[src/logic/rv_params.svh]
// RV32I core parameters
`ifndef RV_PARAMS_SVH
`define RV_PARAMS_SVH

`define RV_XLEN      32
`define RV_REG_COUNT 32
`define RV_RESET_PC  32'h0000_0000

// major opcodes
`define RV_OP_OP     7'b0110011
`define RV_OP_OP_IMM 7'b0010011
`define RV_OP_LOAD   7'b0000011
`define RV_OP_STORE  7'b0100011
`define RV_OP_BRANCH 7'b1100011
`define RV_OP_JAL    7'b1101111
`define RV_OP_JALR   7'b1100111
`define RV_OP_LUI    7'b0110111
`define RV_OP_AUIPC  7'b0010111

// branch conditions
`define RV_F3_BEQ  3'b000
`define RV_F3_BNE  3'b001
`define RV_F3_BLT  3'b100
`define RV_F3_BGE  3'b101
`define RV_F3_BLTU 3'b110
`define RV_F3_BGEU 3'b111

// access sizes
`define RV_F3_B  3'b000
`define RV_F3_H  3'b001
`define RV_F3_W  3'b010
`define RV_F3_BU 3'b100
`define RV_F3_HU 3'b101

`endif

[src/logic/rv_pkg.sv]
// RV32I core types
`include "rv_params.svh"

package rv_pkg;

    typedef logic [`RV_XLEN-1:0] word_t;               // data, address or instruction
    typedef logic [$clog2(`RV_REG_COUNT)-1:0] reg_idx_t;
    typedef logic [2:0] funct3_t;
    typedef logic [`RV_XLEN/8-1:0] strobe_t;            // one bit per byte lane

    typedef enum logic [2:0] {
        FMT_R,
        FMT_I,
        FMT_S,
        FMT_B,
        FMT_U,
        FMT_J,
        FMT_NONE   // undefined opcode
    } inst_fmt_t;

    typedef enum logic [3:0] {
        ALU_ADD,
        ALU_SUB,
        ALU_SLL,
        ALU_SLT,
        ALU_SLTU,
        ALU_XOR,
        ALU_SRL,
        ALU_SRA,
        ALU_OR,
        ALU_AND
    } alu_op_t;

    typedef enum logic [2:0] {
        ST_FETCH,
        ST_WAIT_INST,
        ST_EXEC,
        ST_MEM_REQ,
        ST_MEM_WAIT,
        ST_RETIRE
    } core_state_t;

endpackage

[src/logic/decode_if.sv]
// decoded instruction bundle
`timescale 1ns/1ps

interface decode_if;
    logic [6:0]        opcode;
    rv_pkg::funct3_t   funct3;
    rv_pkg::reg_idx_t  rs1;
    rv_pkg::reg_idx_t  rs2;
    rv_pkg::reg_idx_t  rd;
    rv_pkg::word_t     imm;
    rv_pkg::inst_fmt_t fmt;
    rv_pkg::alu_op_t   alu_op;
    logic              is_load;
    logic              is_store;
    logic              is_jal;
    logic              is_jalr;
    logic              is_branch;
    logic              writes_rd;

    modport src (output opcode, funct3, rs1, rs2, rd, imm, fmt, alu_op,
                 is_load, is_store, is_jal, is_jalr, is_branch, writes_rd);
    modport exec (input opcode, funct3, imm, fmt, alu_op, is_jal, is_jalr, is_branch);
    modport lsu (input funct3);
    modport ctrl (input is_load, is_store, writes_rd, rd);
endinterface

[src/logic/core_ctrl.sv]
// multicycle control, PC and memory sequencing
`timescale 1ns/1ps
`include "rv_params.svh"

module core_ctrl (
    input  logic              clk,
    input  logic              reset,
    input  logic              imem_req_ready,
    input  logic              imem_resp_valid,
    input  rv_pkg::word_t     imem_rdata,
    input  logic              dmem_req_ready,
    input  logic              dmem_resp_valid,
    input  rv_pkg::word_t     dmem_rdata,
    input  rv_pkg::word_t     exec_result,
    input  rv_pkg::word_t     next_pc,
    input  logic              taken,
    input  rv_pkg::word_t     load_data,
    decode_if.ctrl            dec,
    output rv_pkg::word_t     inst,
    output rv_pkg::word_t     pc,
    output logic              imem_req_valid,
    output rv_pkg::word_t     imem_addr,
    output logic              dmem_req_valid,
    output logic              dmem_we,
    output rv_pkg::word_t     dmem_addr,
    output rv_pkg::word_t     load_word,
    output logic              rf_we,
    output rv_pkg::word_t     rf_wdata,
    output logic              retire_valid,
    output rv_pkg::word_t     retire_pc,
    output rv_pkg::reg_idx_t  retire_rd,
    output rv_pkg::word_t     retire_wdata,
    output logic              retire_we
);
    rv_pkg::core_state_t state;

    always_ff @(posedge clk or posedge reset) begin
        if (reset) begin
            state          <= rv_pkg::ST_FETCH;
            pc             <= `RV_RESET_PC;
            imem_req_valid <= 1'b0;
            dmem_req_valid <= 1'b0;
        end else begin
            case (state)
                rv_pkg::ST_FETCH: begin
                    if (imem_req_valid && imem_req_ready) begin
                        imem_req_valid <= 1'b0;
                        state          <= rv_pkg::ST_WAIT_INST;
                    end else begin
                        imem_req_valid <= 1'b1;   // first fetch after reset
                    end
                end
                rv_pkg::ST_WAIT_INST: begin
                    if (imem_resp_valid) state <= rv_pkg::ST_EXEC;
                end
                rv_pkg::ST_EXEC: begin
                    if (dec.is_load || dec.is_store) begin
                        dmem_req_valid <= 1'b1;
                        state          <= rv_pkg::ST_MEM_REQ;
                    end else begin
                        state <= rv_pkg::ST_RETIRE;
                    end
                end
                rv_pkg::ST_MEM_REQ: begin
                    if (dmem_req_valid && dmem_req_ready) begin
                        dmem_req_valid <= 1'b0;
                        state          <= rv_pkg::ST_MEM_WAIT;
                    end
                end
                rv_pkg::ST_MEM_WAIT: begin
                    if (dmem_resp_valid) state <= rv_pkg::ST_RETIRE; // stores complete here too
                end
                rv_pkg::ST_RETIRE: begin
                    pc             <= taken ? next_pc : pc + 32'd4;
                    imem_req_valid <= 1'b1;
                    state          <= rv_pkg::ST_FETCH;
                end
                default: state <= rv_pkg::ST_FETCH;
            endcase
        end
    end

    // instruction, data address and load word
    always_ff @(posedge clk) begin
        if (state == rv_pkg::ST_WAIT_INST && imem_resp_valid) inst <= imem_rdata;
        if (state == rv_pkg::ST_EXEC) begin
            dmem_addr <= exec_result;   // ALU sum is the effective address
            dmem_we   <= dec.is_store;
        end
        if (state == rv_pkg::ST_MEM_WAIT && dmem_resp_valid) load_word <= dmem_rdata;
    end

    assign imem_addr = pc;

    // writeback and retire record
    assign rf_we        = (state == rv_pkg::ST_RETIRE) && dec.writes_rd;
    assign rf_wdata     = dec.is_load ? load_data : exec_result;
    assign retire_valid = (state == rv_pkg::ST_RETIRE);
    assign retire_pc    = pc;
    assign retire_rd    = dec.rd;
    assign retire_we    = rf_we;
    assign retire_wdata = rf_wdata;

endmodule

[src/logic/inst_decoder.sv]
// RV32I instruction decoder
`timescale 1ns/1ps
`include "rv_params.svh"

module inst_decoder (
    input  rv_pkg::word_t inst,
    decode_if.src         dec
);
    logic [6:0] opcode;

    assign opcode     = inst[6:0];
    assign dec.opcode = opcode;
    assign dec.funct3 = inst[14:12];
    assign dec.rd     = inst[11:7];
    assign dec.rs1    = inst[19:15];
    assign dec.rs2    = inst[24:20];

    // instruction classes
    assign dec.is_load   = (opcode == `RV_OP_LOAD);
    assign dec.is_store  = (opcode == `RV_OP_STORE);
    assign dec.is_jal    = (opcode == `RV_OP_JAL);
    assign dec.is_jalr   = (opcode == `RV_OP_JALR);
    assign dec.is_branch = (opcode == `RV_OP_BRANCH);

    always_comb begin
        case (opcode)
            `RV_OP_OP:                                   dec.fmt = rv_pkg::FMT_R;
            `RV_OP_OP_IMM, `RV_OP_LOAD, `RV_OP_JALR:     dec.fmt = rv_pkg::FMT_I;
            `RV_OP_STORE:                                dec.fmt = rv_pkg::FMT_S;
            `RV_OP_BRANCH:                               dec.fmt = rv_pkg::FMT_B;
            `RV_OP_LUI, `RV_OP_AUIPC:                    dec.fmt = rv_pkg::FMT_U;
            `RV_OP_JAL:                                  dec.fmt = rv_pkg::FMT_J;
            default:                                     dec.fmt = rv_pkg::FMT_NONE;
        endcase
    end

    always_comb begin
        case (dec.fmt)
            rv_pkg::FMT_I: dec.imm = {{20{inst[31]}}, inst[31:20]};
            rv_pkg::FMT_S: dec.imm = {{20{inst[31]}}, inst[31:25], inst[11:7]};
            rv_pkg::FMT_B: dec.imm = {{20{inst[31]}}, inst[7], inst[30:25], inst[11:8], 1'b0};
            rv_pkg::FMT_U: dec.imm = {inst[31:12], 12'h000};
            rv_pkg::FMT_J: dec.imm = {{12{inst[31]}}, inst[19:12], inst[20], inst[30:21], 1'b0};
            default:       dec.imm = '0;
        endcase
    end

    assign dec.writes_rd = (dec.fmt == rv_pkg::FMT_R) || (dec.fmt == rv_pkg::FMT_I) ||
                           (dec.fmt == rv_pkg::FMT_U) || (dec.fmt == rv_pkg::FMT_J);

    // address and link arithmetic all use ADD
    always_comb begin
        dec.alu_op = rv_pkg::ALU_ADD;
        if (opcode == `RV_OP_OP || opcode == `RV_OP_OP_IMM) begin
            case (inst[14:12])
                3'b000: if (opcode == `RV_OP_OP && inst[30]) dec.alu_op = rv_pkg::ALU_SUB;
                3'b001: dec.alu_op = rv_pkg::ALU_SLL;
                3'b010: dec.alu_op = rv_pkg::ALU_SLT;
                3'b011: dec.alu_op = rv_pkg::ALU_SLTU;
                3'b100: dec.alu_op = rv_pkg::ALU_XOR;
                3'b101: dec.alu_op = inst[30] ? rv_pkg::ALU_SRA : rv_pkg::ALU_SRL; // funct7[5]
                3'b110: dec.alu_op = rv_pkg::ALU_OR;
                default: dec.alu_op = rv_pkg::ALU_AND;
            endcase
        end
    end

endmodule

[src/logic/reg_file.sv]
// integer register file
`timescale 1ns/1ps
`include "rv_params.svh"

module reg_file (
    input  logic             clk,
    input  logic             reset,
    input  logic             we,
    input  rv_pkg::reg_idx_t waddr,
    input  rv_pkg::word_t    wdata,
    input  rv_pkg::reg_idx_t raddr1,
    input  rv_pkg::reg_idx_t raddr2,
    output rv_pkg::word_t    rdata1,
    output rv_pkg::word_t    rdata2
);
    rv_pkg::word_t regs [`RV_REG_COUNT];

    always_ff @(posedge clk or posedge reset) begin
        if (reset) begin
            for (int i = 0; i < `RV_REG_COUNT; i++) begin
                regs[i] <= '0;
            end
        end else if (we && waddr != '0) begin   // x0 stays zero
            regs[waddr] <= wdata;
        end
    end

    assign rdata1 = (raddr1 == '0) ? '0 : regs[raddr1];
    assign rdata2 = (raddr2 == '0) ? '0 : regs[raddr2];

endmodule

[src/logic/exec_unit.sv]
// ALU, branch compare and next PC
`timescale 1ns/1ps
`include "rv_params.svh"

module exec_unit (
    input  rv_pkg::word_t pc,
    input  rv_pkg::word_t rs1_data,
    input  rv_pkg::word_t rs2_data,
    decode_if.exec        dec,
    output rv_pkg::word_t result,
    output rv_pkg::word_t next_pc,
    output logic          taken
);
    rv_pkg::word_t op_a;
    rv_pkg::word_t op_b;
    rv_pkg::word_t alu_out;
    rv_pkg::word_t pc_plus4;
    logic          branch_cond;

    assign pc_plus4 = pc + 32'd4;

    // operand A: PC-relative forms use the PC, LUI adds to zero
    always_comb begin
        if (dec.opcode == `RV_OP_LUI) begin
            op_a = '0;
        end else if (dec.opcode == `RV_OP_AUIPC || dec.is_jal || dec.is_branch) begin
            op_a = pc;
        end else begin
            op_a = rs1_data;
        end
    end

    assign op_b = (dec.fmt == rv_pkg::FMT_R) ? rs2_data : dec.imm;

    always_comb begin
        case (dec.alu_op)
            rv_pkg::ALU_ADD:  alu_out = op_a + op_b;
            rv_pkg::ALU_SUB:  alu_out = op_a - op_b;
            rv_pkg::ALU_SLL:  alu_out = op_a << op_b[4:0];
            rv_pkg::ALU_SLT:  alu_out = {31'b0, $signed(op_a) < $signed(op_b)};
            rv_pkg::ALU_SLTU: alu_out = {31'b0, op_a < op_b};
            rv_pkg::ALU_XOR:  alu_out = op_a ^ op_b;
            rv_pkg::ALU_SRL:  alu_out = op_a >> op_b[4:0];
            rv_pkg::ALU_SRA:  alu_out = $signed(op_a) >>> op_b[4:0];
            rv_pkg::ALU_OR:   alu_out = op_a | op_b;
            default:          alu_out = op_a & op_b;
        endcase
    end

    always_comb begin
        case (dec.funct3)
            `RV_F3_BEQ:  branch_cond = (rs1_data == rs2_data);
            `RV_F3_BNE:  branch_cond = (rs1_data != rs2_data);
            `RV_F3_BLT:  branch_cond = ($signed(rs1_data) < $signed(rs2_data));
            `RV_F3_BGE:  branch_cond = ($signed(rs1_data) >= $signed(rs2_data));
            `RV_F3_BLTU: branch_cond = (rs1_data < rs2_data);
            `RV_F3_BGEU: branch_cond = (rs1_data >= rs2_data);
            default:     branch_cond = 1'b0;   // reserved encodings fall through
        endcase
    end

    assign taken = dec.is_jal || dec.is_jalr || (dec.is_branch && branch_cond);

    // jumps write the link address
    assign result = (dec.is_jal || dec.is_jalr) ? pc_plus4 : alu_out;

    always_comb begin
        if (!taken) begin
            next_pc = pc_plus4;
        end else if (dec.is_jalr) begin
            next_pc = {alu_out[31:1], 1'b0};
        end else begin
            next_pc = alu_out;   // pc + imm
        end
    end

endmodule

[src/logic/load_store_unit.sv]
// byte lane steering for loads and stores
`timescale 1ns/1ps
`include "rv_params.svh"

module load_store_unit (
    input  rv_pkg::word_t   addr,
    input  rv_pkg::word_t   store_data,
    input  rv_pkg::word_t   load_word,
    decode_if.lsu           dec,
    output rv_pkg::strobe_t wstrb,
    output rv_pkg::word_t   wdata,
    output rv_pkg::word_t   load_data
);
    logic [7:0]  lane_byte;
    logic [15:0] lane_half;

    // store side
    always_comb begin
        case (dec.funct3)
            `RV_F3_B: begin
                wstrb = 4'b0001 << addr[1:0];
                wdata = {4{store_data[7:0]}};
            end
            `RV_F3_H: begin
                wstrb = addr[1] ? 4'b1100 : 4'b0011;
                wdata = {2{store_data[15:0]}};
            end
            `RV_F3_W: begin
                wstrb = 4'b1111;
                wdata = store_data;
            end
            default: begin
                wstrb = 4'b0000;    // no lanes for undefined sizes
                wdata = store_data;
            end
        endcase
    end

    // load side
    assign lane_byte = load_word[{addr[1:0], 3'b000} +: 8];
    assign lane_half = load_word[{addr[1], 4'b0000} +: 16];

    always_comb begin
        case (dec.funct3)
            `RV_F3_B:  load_data = {{24{lane_byte[7]}}, lane_byte};
            `RV_F3_H:  load_data = {{16{lane_half[15]}}, lane_half};
            `RV_F3_BU: load_data = {24'b0, lane_byte};
            `RV_F3_HU: load_data = {16'b0, lane_half};
            default:   load_data = load_word;   // LW
        endcase
    end

endmodule

[src/logic/rv_core_top.sv]
// RV32I multicycle core
`timescale 1ns/1ps

module rv_core_top (
    input  logic              clk,
    input  logic              reset,
    output logic              imem_req_valid,
    input  logic              imem_req_ready,
    output rv_pkg::word_t     imem_addr,
    input  logic              imem_resp_valid,
    input  rv_pkg::word_t     imem_rdata,
    output logic              dmem_req_valid,
    input  logic              dmem_req_ready,
    output logic              dmem_we,
    output rv_pkg::word_t     dmem_addr,
    output rv_pkg::strobe_t   dmem_wstrb,
    output rv_pkg::word_t     dmem_wdata,
    input  logic              dmem_resp_valid,
    input  rv_pkg::word_t     dmem_rdata,
    output logic              retire_valid,
    output rv_pkg::word_t     retire_pc,
    output logic              retire_we,
    output rv_pkg::reg_idx_t  retire_rd,
    output rv_pkg::word_t     retire_wdata
);
    decode_if dec_bus ();

    rv_pkg::word_t inst;
    rv_pkg::word_t pc;
    rv_pkg::word_t rs1_data;
    rv_pkg::word_t rs2_data;
    rv_pkg::word_t exec_result;
    rv_pkg::word_t next_pc;
    logic          taken;
    rv_pkg::word_t load_word;
    rv_pkg::word_t load_data;
    logic          rf_we;
    rv_pkg::word_t rf_wdata;

    core_ctrl u_ctrl (
        .clk             (clk),
        .reset           (reset),
        .imem_req_ready  (imem_req_ready),
        .imem_resp_valid (imem_resp_valid),
        .imem_rdata      (imem_rdata),
        .dmem_req_ready  (dmem_req_ready),
        .dmem_resp_valid (dmem_resp_valid),
        .dmem_rdata      (dmem_rdata),
        .exec_result     (exec_result),
        .next_pc         (next_pc),
        .taken           (taken),
        .load_data       (load_data),
        .dec             (dec_bus.ctrl),
        .inst            (inst),
        .pc              (pc),
        .imem_req_valid  (imem_req_valid),
        .imem_addr       (imem_addr),
        .dmem_req_valid  (dmem_req_valid),
        .dmem_we         (dmem_we),
        .dmem_addr       (dmem_addr),
        .load_word       (load_word),
        .rf_we           (rf_we),
        .rf_wdata        (rf_wdata),
        .retire_valid    (retire_valid),
        .retire_pc       (retire_pc),
        .retire_rd       (retire_rd),
        .retire_wdata    (retire_wdata),
        .retire_we       (retire_we)
    );

    inst_decoder u_decoder (
        .inst (inst),
        .dec  (dec_bus.src)
    );

    reg_file u_regs (
        .clk    (clk),
        .reset  (reset),
        .we     (rf_we),
        .waddr  (dec_bus.rd),
        .wdata  (rf_wdata),
        .raddr1 (dec_bus.rs1),
        .raddr2 (dec_bus.rs2),
        .rdata1 (rs1_data),
        .rdata2 (rs2_data)
    );

    exec_unit u_exec (
        .pc       (pc),
        .rs1_data (rs1_data),
        .rs2_data (rs2_data),
        .dec      (dec_bus.exec),
        .result   (exec_result),
        .next_pc  (next_pc),
        .taken    (taken)
    );

    load_store_unit u_lsu (
        .addr       (dmem_addr),
        .store_data (rs2_data),
        .load_word  (load_word),
        .dec        (dec_bus.lsu),
        .wstrb      (dmem_wstrb),
        .wdata      (dmem_wdata),
        .load_data  (load_data)
    );

endmodule

[config.mk]
export PLATFORM = sky130hd
export DESIGN_NAME = rv_core_top
export DESIGN_NICKNAME = d
export VERILOG_FILES = /design/src/logic/rv_pkg.sv /design/src/logic/decode_if.sv /design/src/logic/core_ctrl.sv /design/src/logic/inst_decoder.sv /design/src/logic/reg_file.sv /design/src/logic/exec_unit.sv /design/src/logic/load_store_unit.sv /design/src/logic/rv_core_top.sv
export VERILOG_INCLUDE_DIRS = /design/src /design/src/logic
export SDC_FILE = /design/constraint.sdc
export NUM_CORES = 2
export LEC_CHECK = 0
export BUFFER_PORTS_ARGS = -buffer_cell sky130_fd_sc_hd__buf_2
export CAP_MARGIN = 15
export CORE_AREA = 10 10 418 379
export CTS_CLUSTER_DIAMETER = 60
export DETAILED_ROUTE_END_ITERATION = 8
export DIE_AREA = 0 0 428 389
export PLACE_DENSITY = 0.66
export SLEW_MARGIN = 25
export SYNTH_ARGS = -nofsm -noshare
export SYNTH_HDL_FRONTEND = slang
export SYNTH_SLANG_ARGS = --single-unit
[constraint.sdc]
create_clock -name clk -period 60.7 [get_ports clk]
set_input_delay 9.105 -clock clk [delete_from_list [all_inputs] [get_ports clk]]
set_output_delay 9.105 -clock clk [all_outputs]
set_load 0.02 [all_outputs]
## Word level (Yosys, flattened, before mapping)

Cells that the tools add are included.

| storage, ports and cells | value |
|---|---|
| output and inout port bits | 174 |
| logic and storage cells | 178 |
| register bits | 1158 |

| operators by class | value |
|---|---|
| shift-type cells | 6 |
| reductions and logical operators | 31 |
| equal/unequal tests | 41 |
| add/sub/neg operators | 3 |
| order comparisons | 10 |
| bitwise operators | 6 |
| multiplexer cells | 41 |

Operators by type and width:

| kind | number |
|---|---|
| $bwmux W1024 | 1 |
| $mux W32 | 13 |
| $bmux W32 S5 | 2 |
| $pmux W32 S9 | 1 |
| $demux W32 S5 | 1 |
| $pmux W32 S5 | 1 |
| $lt A32 B32 Y1 | 4 |
| $pmux W32 S4 | 1 |
| $ge A32 B32 Y1 | 2 |
| $pmux W32 S2 | 1 |
| $add A32 B3 Y32 const B | 1 |
| $add A32 B32 Y32 | 1 |
| $and A32 B32 Y32 | 1 |
| $eq A32 B32 Y1 | 1 |
| $ne A32 B32 Y1 | 1 |
| $or A32 B32 Y32 | 1 |
| $shiftx A32 B6 Y16 | 1 |
| $shiftx A32 B6 Y8 | 1 |
| $shl A32 B5 Y32 | 1 |
| $shr A32 B5 Y32 | 1 |
| $sshr A32 B5 Y32 | 1 |
| $sub A32 B32 Y32 | 1 |
| $xor A32 B32 Y32 | 1 |
| $pmux W4 S7 | 1 |
| 36 further kinds | 97 |

## Depth between registers and ports, before layout

| depth | value |
|---|---|
| word-level depth | 12 |
| gate-level depth with buffers | 30 |
| gate-level depth less buffers | 25 |

## Cells and area by module

A second synthesis with hierarchy kept.

| unflattened totals | value |
|---|---|
| cells, all modules | 6394 |
| area, all modules | 75839.0 µm² |

Modules (own cells, without submodules):

| module | seq. area each (µm²) | area each (µm²) | instances | cells each |
|---|---|---|---|---|
| reg_file | 25624.6 | 54732.5 | 1 | 3692 |
| exec_unit | 0.0 | 12682.2 | 1 | 1878 |
| core_ctrl | 3838.7 | 6417.4 | 1 | 525 |
| load_store_unit | 0.0 | 1034.7 | 1 | 157 |
| inst_decoder | 0.0 | 972.2 | 1 | 142 |

## Worst setup path after synthesis

Ideal clock, no wire load.

| path | value |
|---|---|
| path kind | register to output |
| from | reg u_ctrl.inst[20] |
| to | out retire_wdata[30] |
| setup slack | 44361 ps |
| buffers on the path | 11 |
| data arrival time | 7234 ps |
| stages on the path, launching flop included | 29 |
| cells stage by stage | edfxtp_1 -> buf_6 -> buf_6 -> buf_6 -> buf_6 -> buf_6 -> buf_6 -> clkbuf_1 -> buf_1 -> buf_1 -> mux4_2 -> mux4_2 -> mux2i_1 -> nor2_1 -> a21o_1 -> ha_1 -> clkbuf_1 -> inv_1 -> a221o_1 -> a21oi_1 -> a31oi_1 -> o31a_1 -> o21ai_0 -> mux2i_1 -> a21oi_1 -> or4b_1 -> o31ai_1 -> clkbuf_1 -> inv_1 |

| between the ends | value |
|---|---|
| word-level cells in the longest chain between the ends | 10 |
| elaborated cells on any way between the ends | 19 |

Ends and longest elaborated chain:

| what | line | source |
|---|---|---|
| start: declaration | core_ctrl.sv:19 | `output rv_pkg::word_t inst,` |
| start signal: assignment | core_ctrl.sv:85 | `if (state == rv_pkg::ST_WAIT_INST && imem_resp_valid) inst <= imem_rdata;` |
| $not A5 Y6 (implied by the code) | reg_file.sv:29 | `assign rdata2 = (raddr2 == '0) ? '0 : regs[raddr2];` |
| $bmux W32 S5 | reg_file.sv:29 |  |
| $mux W32 (implied by the code) (2 in series) | reg_file.sv:29 |  |
| $mux W32 | reg_file.sv:29 |  |
| $mux W32 (*) | exec_unit.sv:33 | `assign op_b = (dec.fmt == rv_pkg::FMT_R) ? rs2_data : dec.imm;` |
| $sub A32 B32 Y32 (tied with other cells) | exec_unit.sv:38 | `rv_pkg::ALU_SUB: alu_out = op_a - op_b;` |
| $pmux W32 S9 (*) | exec_unit.sv:36 | `case (dec.alu_op)` |
| $mux W32 (*) | exec_unit.sv:65 | `assign result = (dec.is_jal \|\| dec.is_jalr) ? pc_plus4 : alu_out;` |
| $mux W32 (*) | core_ctrl.sv:97 | `assign rf_wdata = dec.is_load ? load_data : exec_result;` |
| end: declaration | rv_core_top.sv:24 | `output rv_pkg::word_t retire_wdata` |

Mark *: on every way between the ends. The rest lies on a longest branch, timed or not. The select of a mux whose other input is x is not followed.

## Worst setup path in the final report

| path | value |
|---|---|
| from | reg u_ctrl.inst[20] |
| to | out retire_wdata[25] |

The elaborated chain is that of the path after synthesis.

==> impl_metrics.ini <==
[sta]
finalCritPeriodShare_pct = 34.0
setup_viol = 0
worstMarginPinSlew_ps = 1390
maxSlewHeadroom_pct = 6.20
fin_tns_setup_ps = 0
drv_slew = 0
period_minus_slack_ps = 20640
final_hold_viol_count = 0
timing.fmax_mhz = 48.5
skew_ps = 82.7
rsz0062_at_grt = no

[route]
ant_nets = 0
wire_per_inst_um = 39.3
wl_mm = 374
drt_iter0_drc = 11100
first_pass_iters = 9
vias_per_cell = 7.27
vias = 69300
drc = 0

[clocking]
cts_setup_buffers = 0
htree_levels = 4
path_clk_slew_ps = 60
cts_tree = yes
cts.sinks = 1158
cts_hold_repair.buffers = 0
cts_made_buffers = 136
cts_buffer_depth = 3
insertion_delay_ps = 830
cts_root_buf = clkbuf_16
post_cts_resize_count = 0

[setup_path]
cp-end-kind = primary output
path_max_fanout = 79
crit_slowest_cell = edfxtp_1
cp.required_ps = 51590
reg2reg_to = u_ctrl.imem_addr[0]$_DFFE_PP0P_
max_stage_delay_ps = 950
path_class = flip-flop to primary output
timing.rr.start = u_ctrl.inst[16]$_DFFE_PP_
r2r_cells = 22
critPathLaunchType = flip-flop
cp_cell_sequence = buf_4, buf_12, buf_4, mux4_2, mux4_2, mux2i_1, nor2_1, inv_1, o21ai_0, ha_1, nor2b_1, o21ai_0, a21oi_1, o311ai_0, a21oi_1, nor3_1, o221a_2, o21ai_0, a21oi_1, o22a_1, a211o_1, buf_4, inv_1, buf_2
r2r_setup_slack_ps = 49530
arrival_ps = 11530

[yosys]
seq_area_frac_synth_pct = 39.6
synth_cells = 7500
netlist.area_leader.share_pct = 35.7
ys_ff_latch = 1158
avgSynthCellArea_um2 = 9.92
synth_top_area_cell = dfrtp_1
synth_area_leaders = dfrtp_1 36%, mux4_2 11%, mux2i_1 7.1%
synth.most_common_cell = dfrtp_1
synth_commonest_cells = 1061 x dfrtp_1, 782 x nand2_1, 596 x nor2_1
synthFlopType = dfrtp_1
ys_async_sr_fraction_pct = 91.6
syn_nets = 7703
yosysUniqueCellTypes = 98
synth_edf_count = 97
netlist_area_mm2 = 0.0744
ys_warn_count = 0

[global_routing]
grt_usage_pct = 43.2
grt_pass1_wl_mm = 515
grt_max_degree = 168
gr-total-overflow = 0
antenna_found_initial = 32
grt_pass1_vias = 64800

[floorplan]
die_x_um = 428
core_area_mm2 = 0.150
start_util_pct = 49.7
dieArea_mm2 = 0.166
die_y_um = 389
num_rows = 135
io_pins = 244

[layout]
final_cell_area_mm2 = 0.0827
nets = 7607
area_growth_pct = 11.1
drive_above_1_share_pct = 20.9

[power]
clkPwrFrac_pct = 30.4
irDropWorstVdd_mv = 0.0357
switchingPower_mw = 1.23
p_leak_nw = 35.9
p_per_area_mw_per_mm2 = 34.5
comb_power_share_pct = 39.3
seq_power_share_pct = 30.3
switching_share_pct = 43.2
power.internal_mw = 1.62

[run_status]
status = complete, no violations

[place]
place_area_mm2 = 0.0778
finalWeightedCongestion = 1.13
hpwl_mm = 264
port_buffers = 243

[hold_path]
hold_path_class = flip-flop to flip-flop
whs_endpoint = u_regs.regs[992]$_DFFE_PP0P_
min_path_cells = 0
min_from = u_regs.regs[992]$_DFFE_PP0P_

[run]
maxCapViolCount = 0
## sequential cells by signal, summed over array words and instances, names as in the netlist
signal / cells
u_ctrl.imem_req_valid: 1
u_ctrl.dmem_req_valid: 1
u_regs.regs: 1024
u_ctrl.imem_addr: 32
u_ctrl.inst: 32
u_ctrl.load_word: 32
u_ctrl.dmem_we: 1
u_ctrl.dmem_addr: 32
u_ctrl.state: 3
## final cells by class
cell class	instances	area [um2]
antenna	23	57.6
timing repair buffer	532	3630
clock inverter	60	856
multi-input combinational	5414	41700
fill	13000	67000
sequential	1158	29500
clock buffer	186	3830
inverter	162	623
tap	1986	2480
## layer usage
| layer | global-route usage [%] | part of all wire [%] | up-vias |
|---|---|---|---|
| met3 | 16.6 | 14 | 1149 |
| met4 | 27.1 | 7.4 | 20 |
| met2 | 58.5 | 40 | 5456 |
| li1 | - | - | 27800 |
| met1 | 57.5 | 38 | 34800 |
| met5 | 0 | 0.077 | - |
## through the flow
stage	hold WS, ps	instances	util [%]	power [mW]	worst slack [ps]
after global routing	389	9507	55.2	2.91	39760
after floorplan	428	7500	-	1.47	21730
final	391	9521	55.2	2.85	40060
after detailed placement	367	9247	52.0	1.94	41190
after global placement	366	9239	51.8	1.94	41330
after CTS	380	9493	55.1	2.80	40330
## cells in the final DEF (no fill, tap or decap), drive strengths merged, types with 19 or more instances in the layout
master / n
a31oi: 123
nand2: 782
nor2: 599
mux4: 378
clkbuf: 187
ha: 131
nor3: 77
edfxtp: 97
clkinv: 36
a221oi: 66
and3: 33
a211oi: 38
mux2i: 528
xnor2: 35
nor4: 28
a22oi: 246
o31ai: 204
a211o: 19
nand3: 222
nand2b: 26
o21ai: 520
a21o: 40
a22o: 26
inv: 167
nand4: 42
o221ai: 31
mux2: 269
buf: 531
o22ai: 65
and2: 56
dfrtp: 1061
nor2b: 28
a21oi: 492
or3: 27
o211ai: 38
diode: 23
## logic make-up after synthesis
kind of cell | after synthesis | synth area share, %
AO/OA/AOI/OAI | 2086 | 18.0
AND/OR/NAND/NOR | 1980 | 11.7
multiplexers | 1175 | 22.6
flip-flops | 1158 | 39.6
buffers and inverters | 928 | 5.36
adder cells (fa/ha/maj) | 133 | 2.26
XOR/XNOR | 40 | 0.471
## power by group through the flow
stage                     logic [mW]  registers (mW)  clock network, mW
final                           1.12           0.865              0.869
after global routing            1.14           0.865              0.903
after CTS                       1.07           0.862              0.870
after detailed placement        1.07           0.876                  0
after global placement          1.07           0.875                  0
after floorplan                0.612           0.863                  0
## how the worst max path moves through the flow
stage | to | cells after the start | start
2_1_floorplan | u_ctrl.dmem_req_valid$_DFFE_PP0P_ | 1 | reset
3_3_place_gp | retire_wdata[20] | 22 | u_ctrl.inst[16]$_DFFE_PP_
3_5_place_dp | retire_wdata[20] | 22 | u_ctrl.inst[16]$_DFFE_PP_
4_1_cts | retire_wdata[20] | 22 | u_ctrl.inst[16]$_DFFE_PP_
5_1_grt | retire_wdata[25] | 24 | u_ctrl.inst[20]$_DFFE_PP_
6_report | retire_wdata[25] | 24 | u_ctrl.inst[20]$_DFFE_PP_
## worst max-delay path, delay by kind of cell (launching register included)
family	cells	cell delay (ps)
AOI/OAI and AO/OA	10	3450
adders and majority gates	1	630
buffers and inverters	7	3060
DFF	1	950
muxes	3	1870
and+or+nand+nor	3	600
No activity file was read; power rests on OpenSTA's default activity.
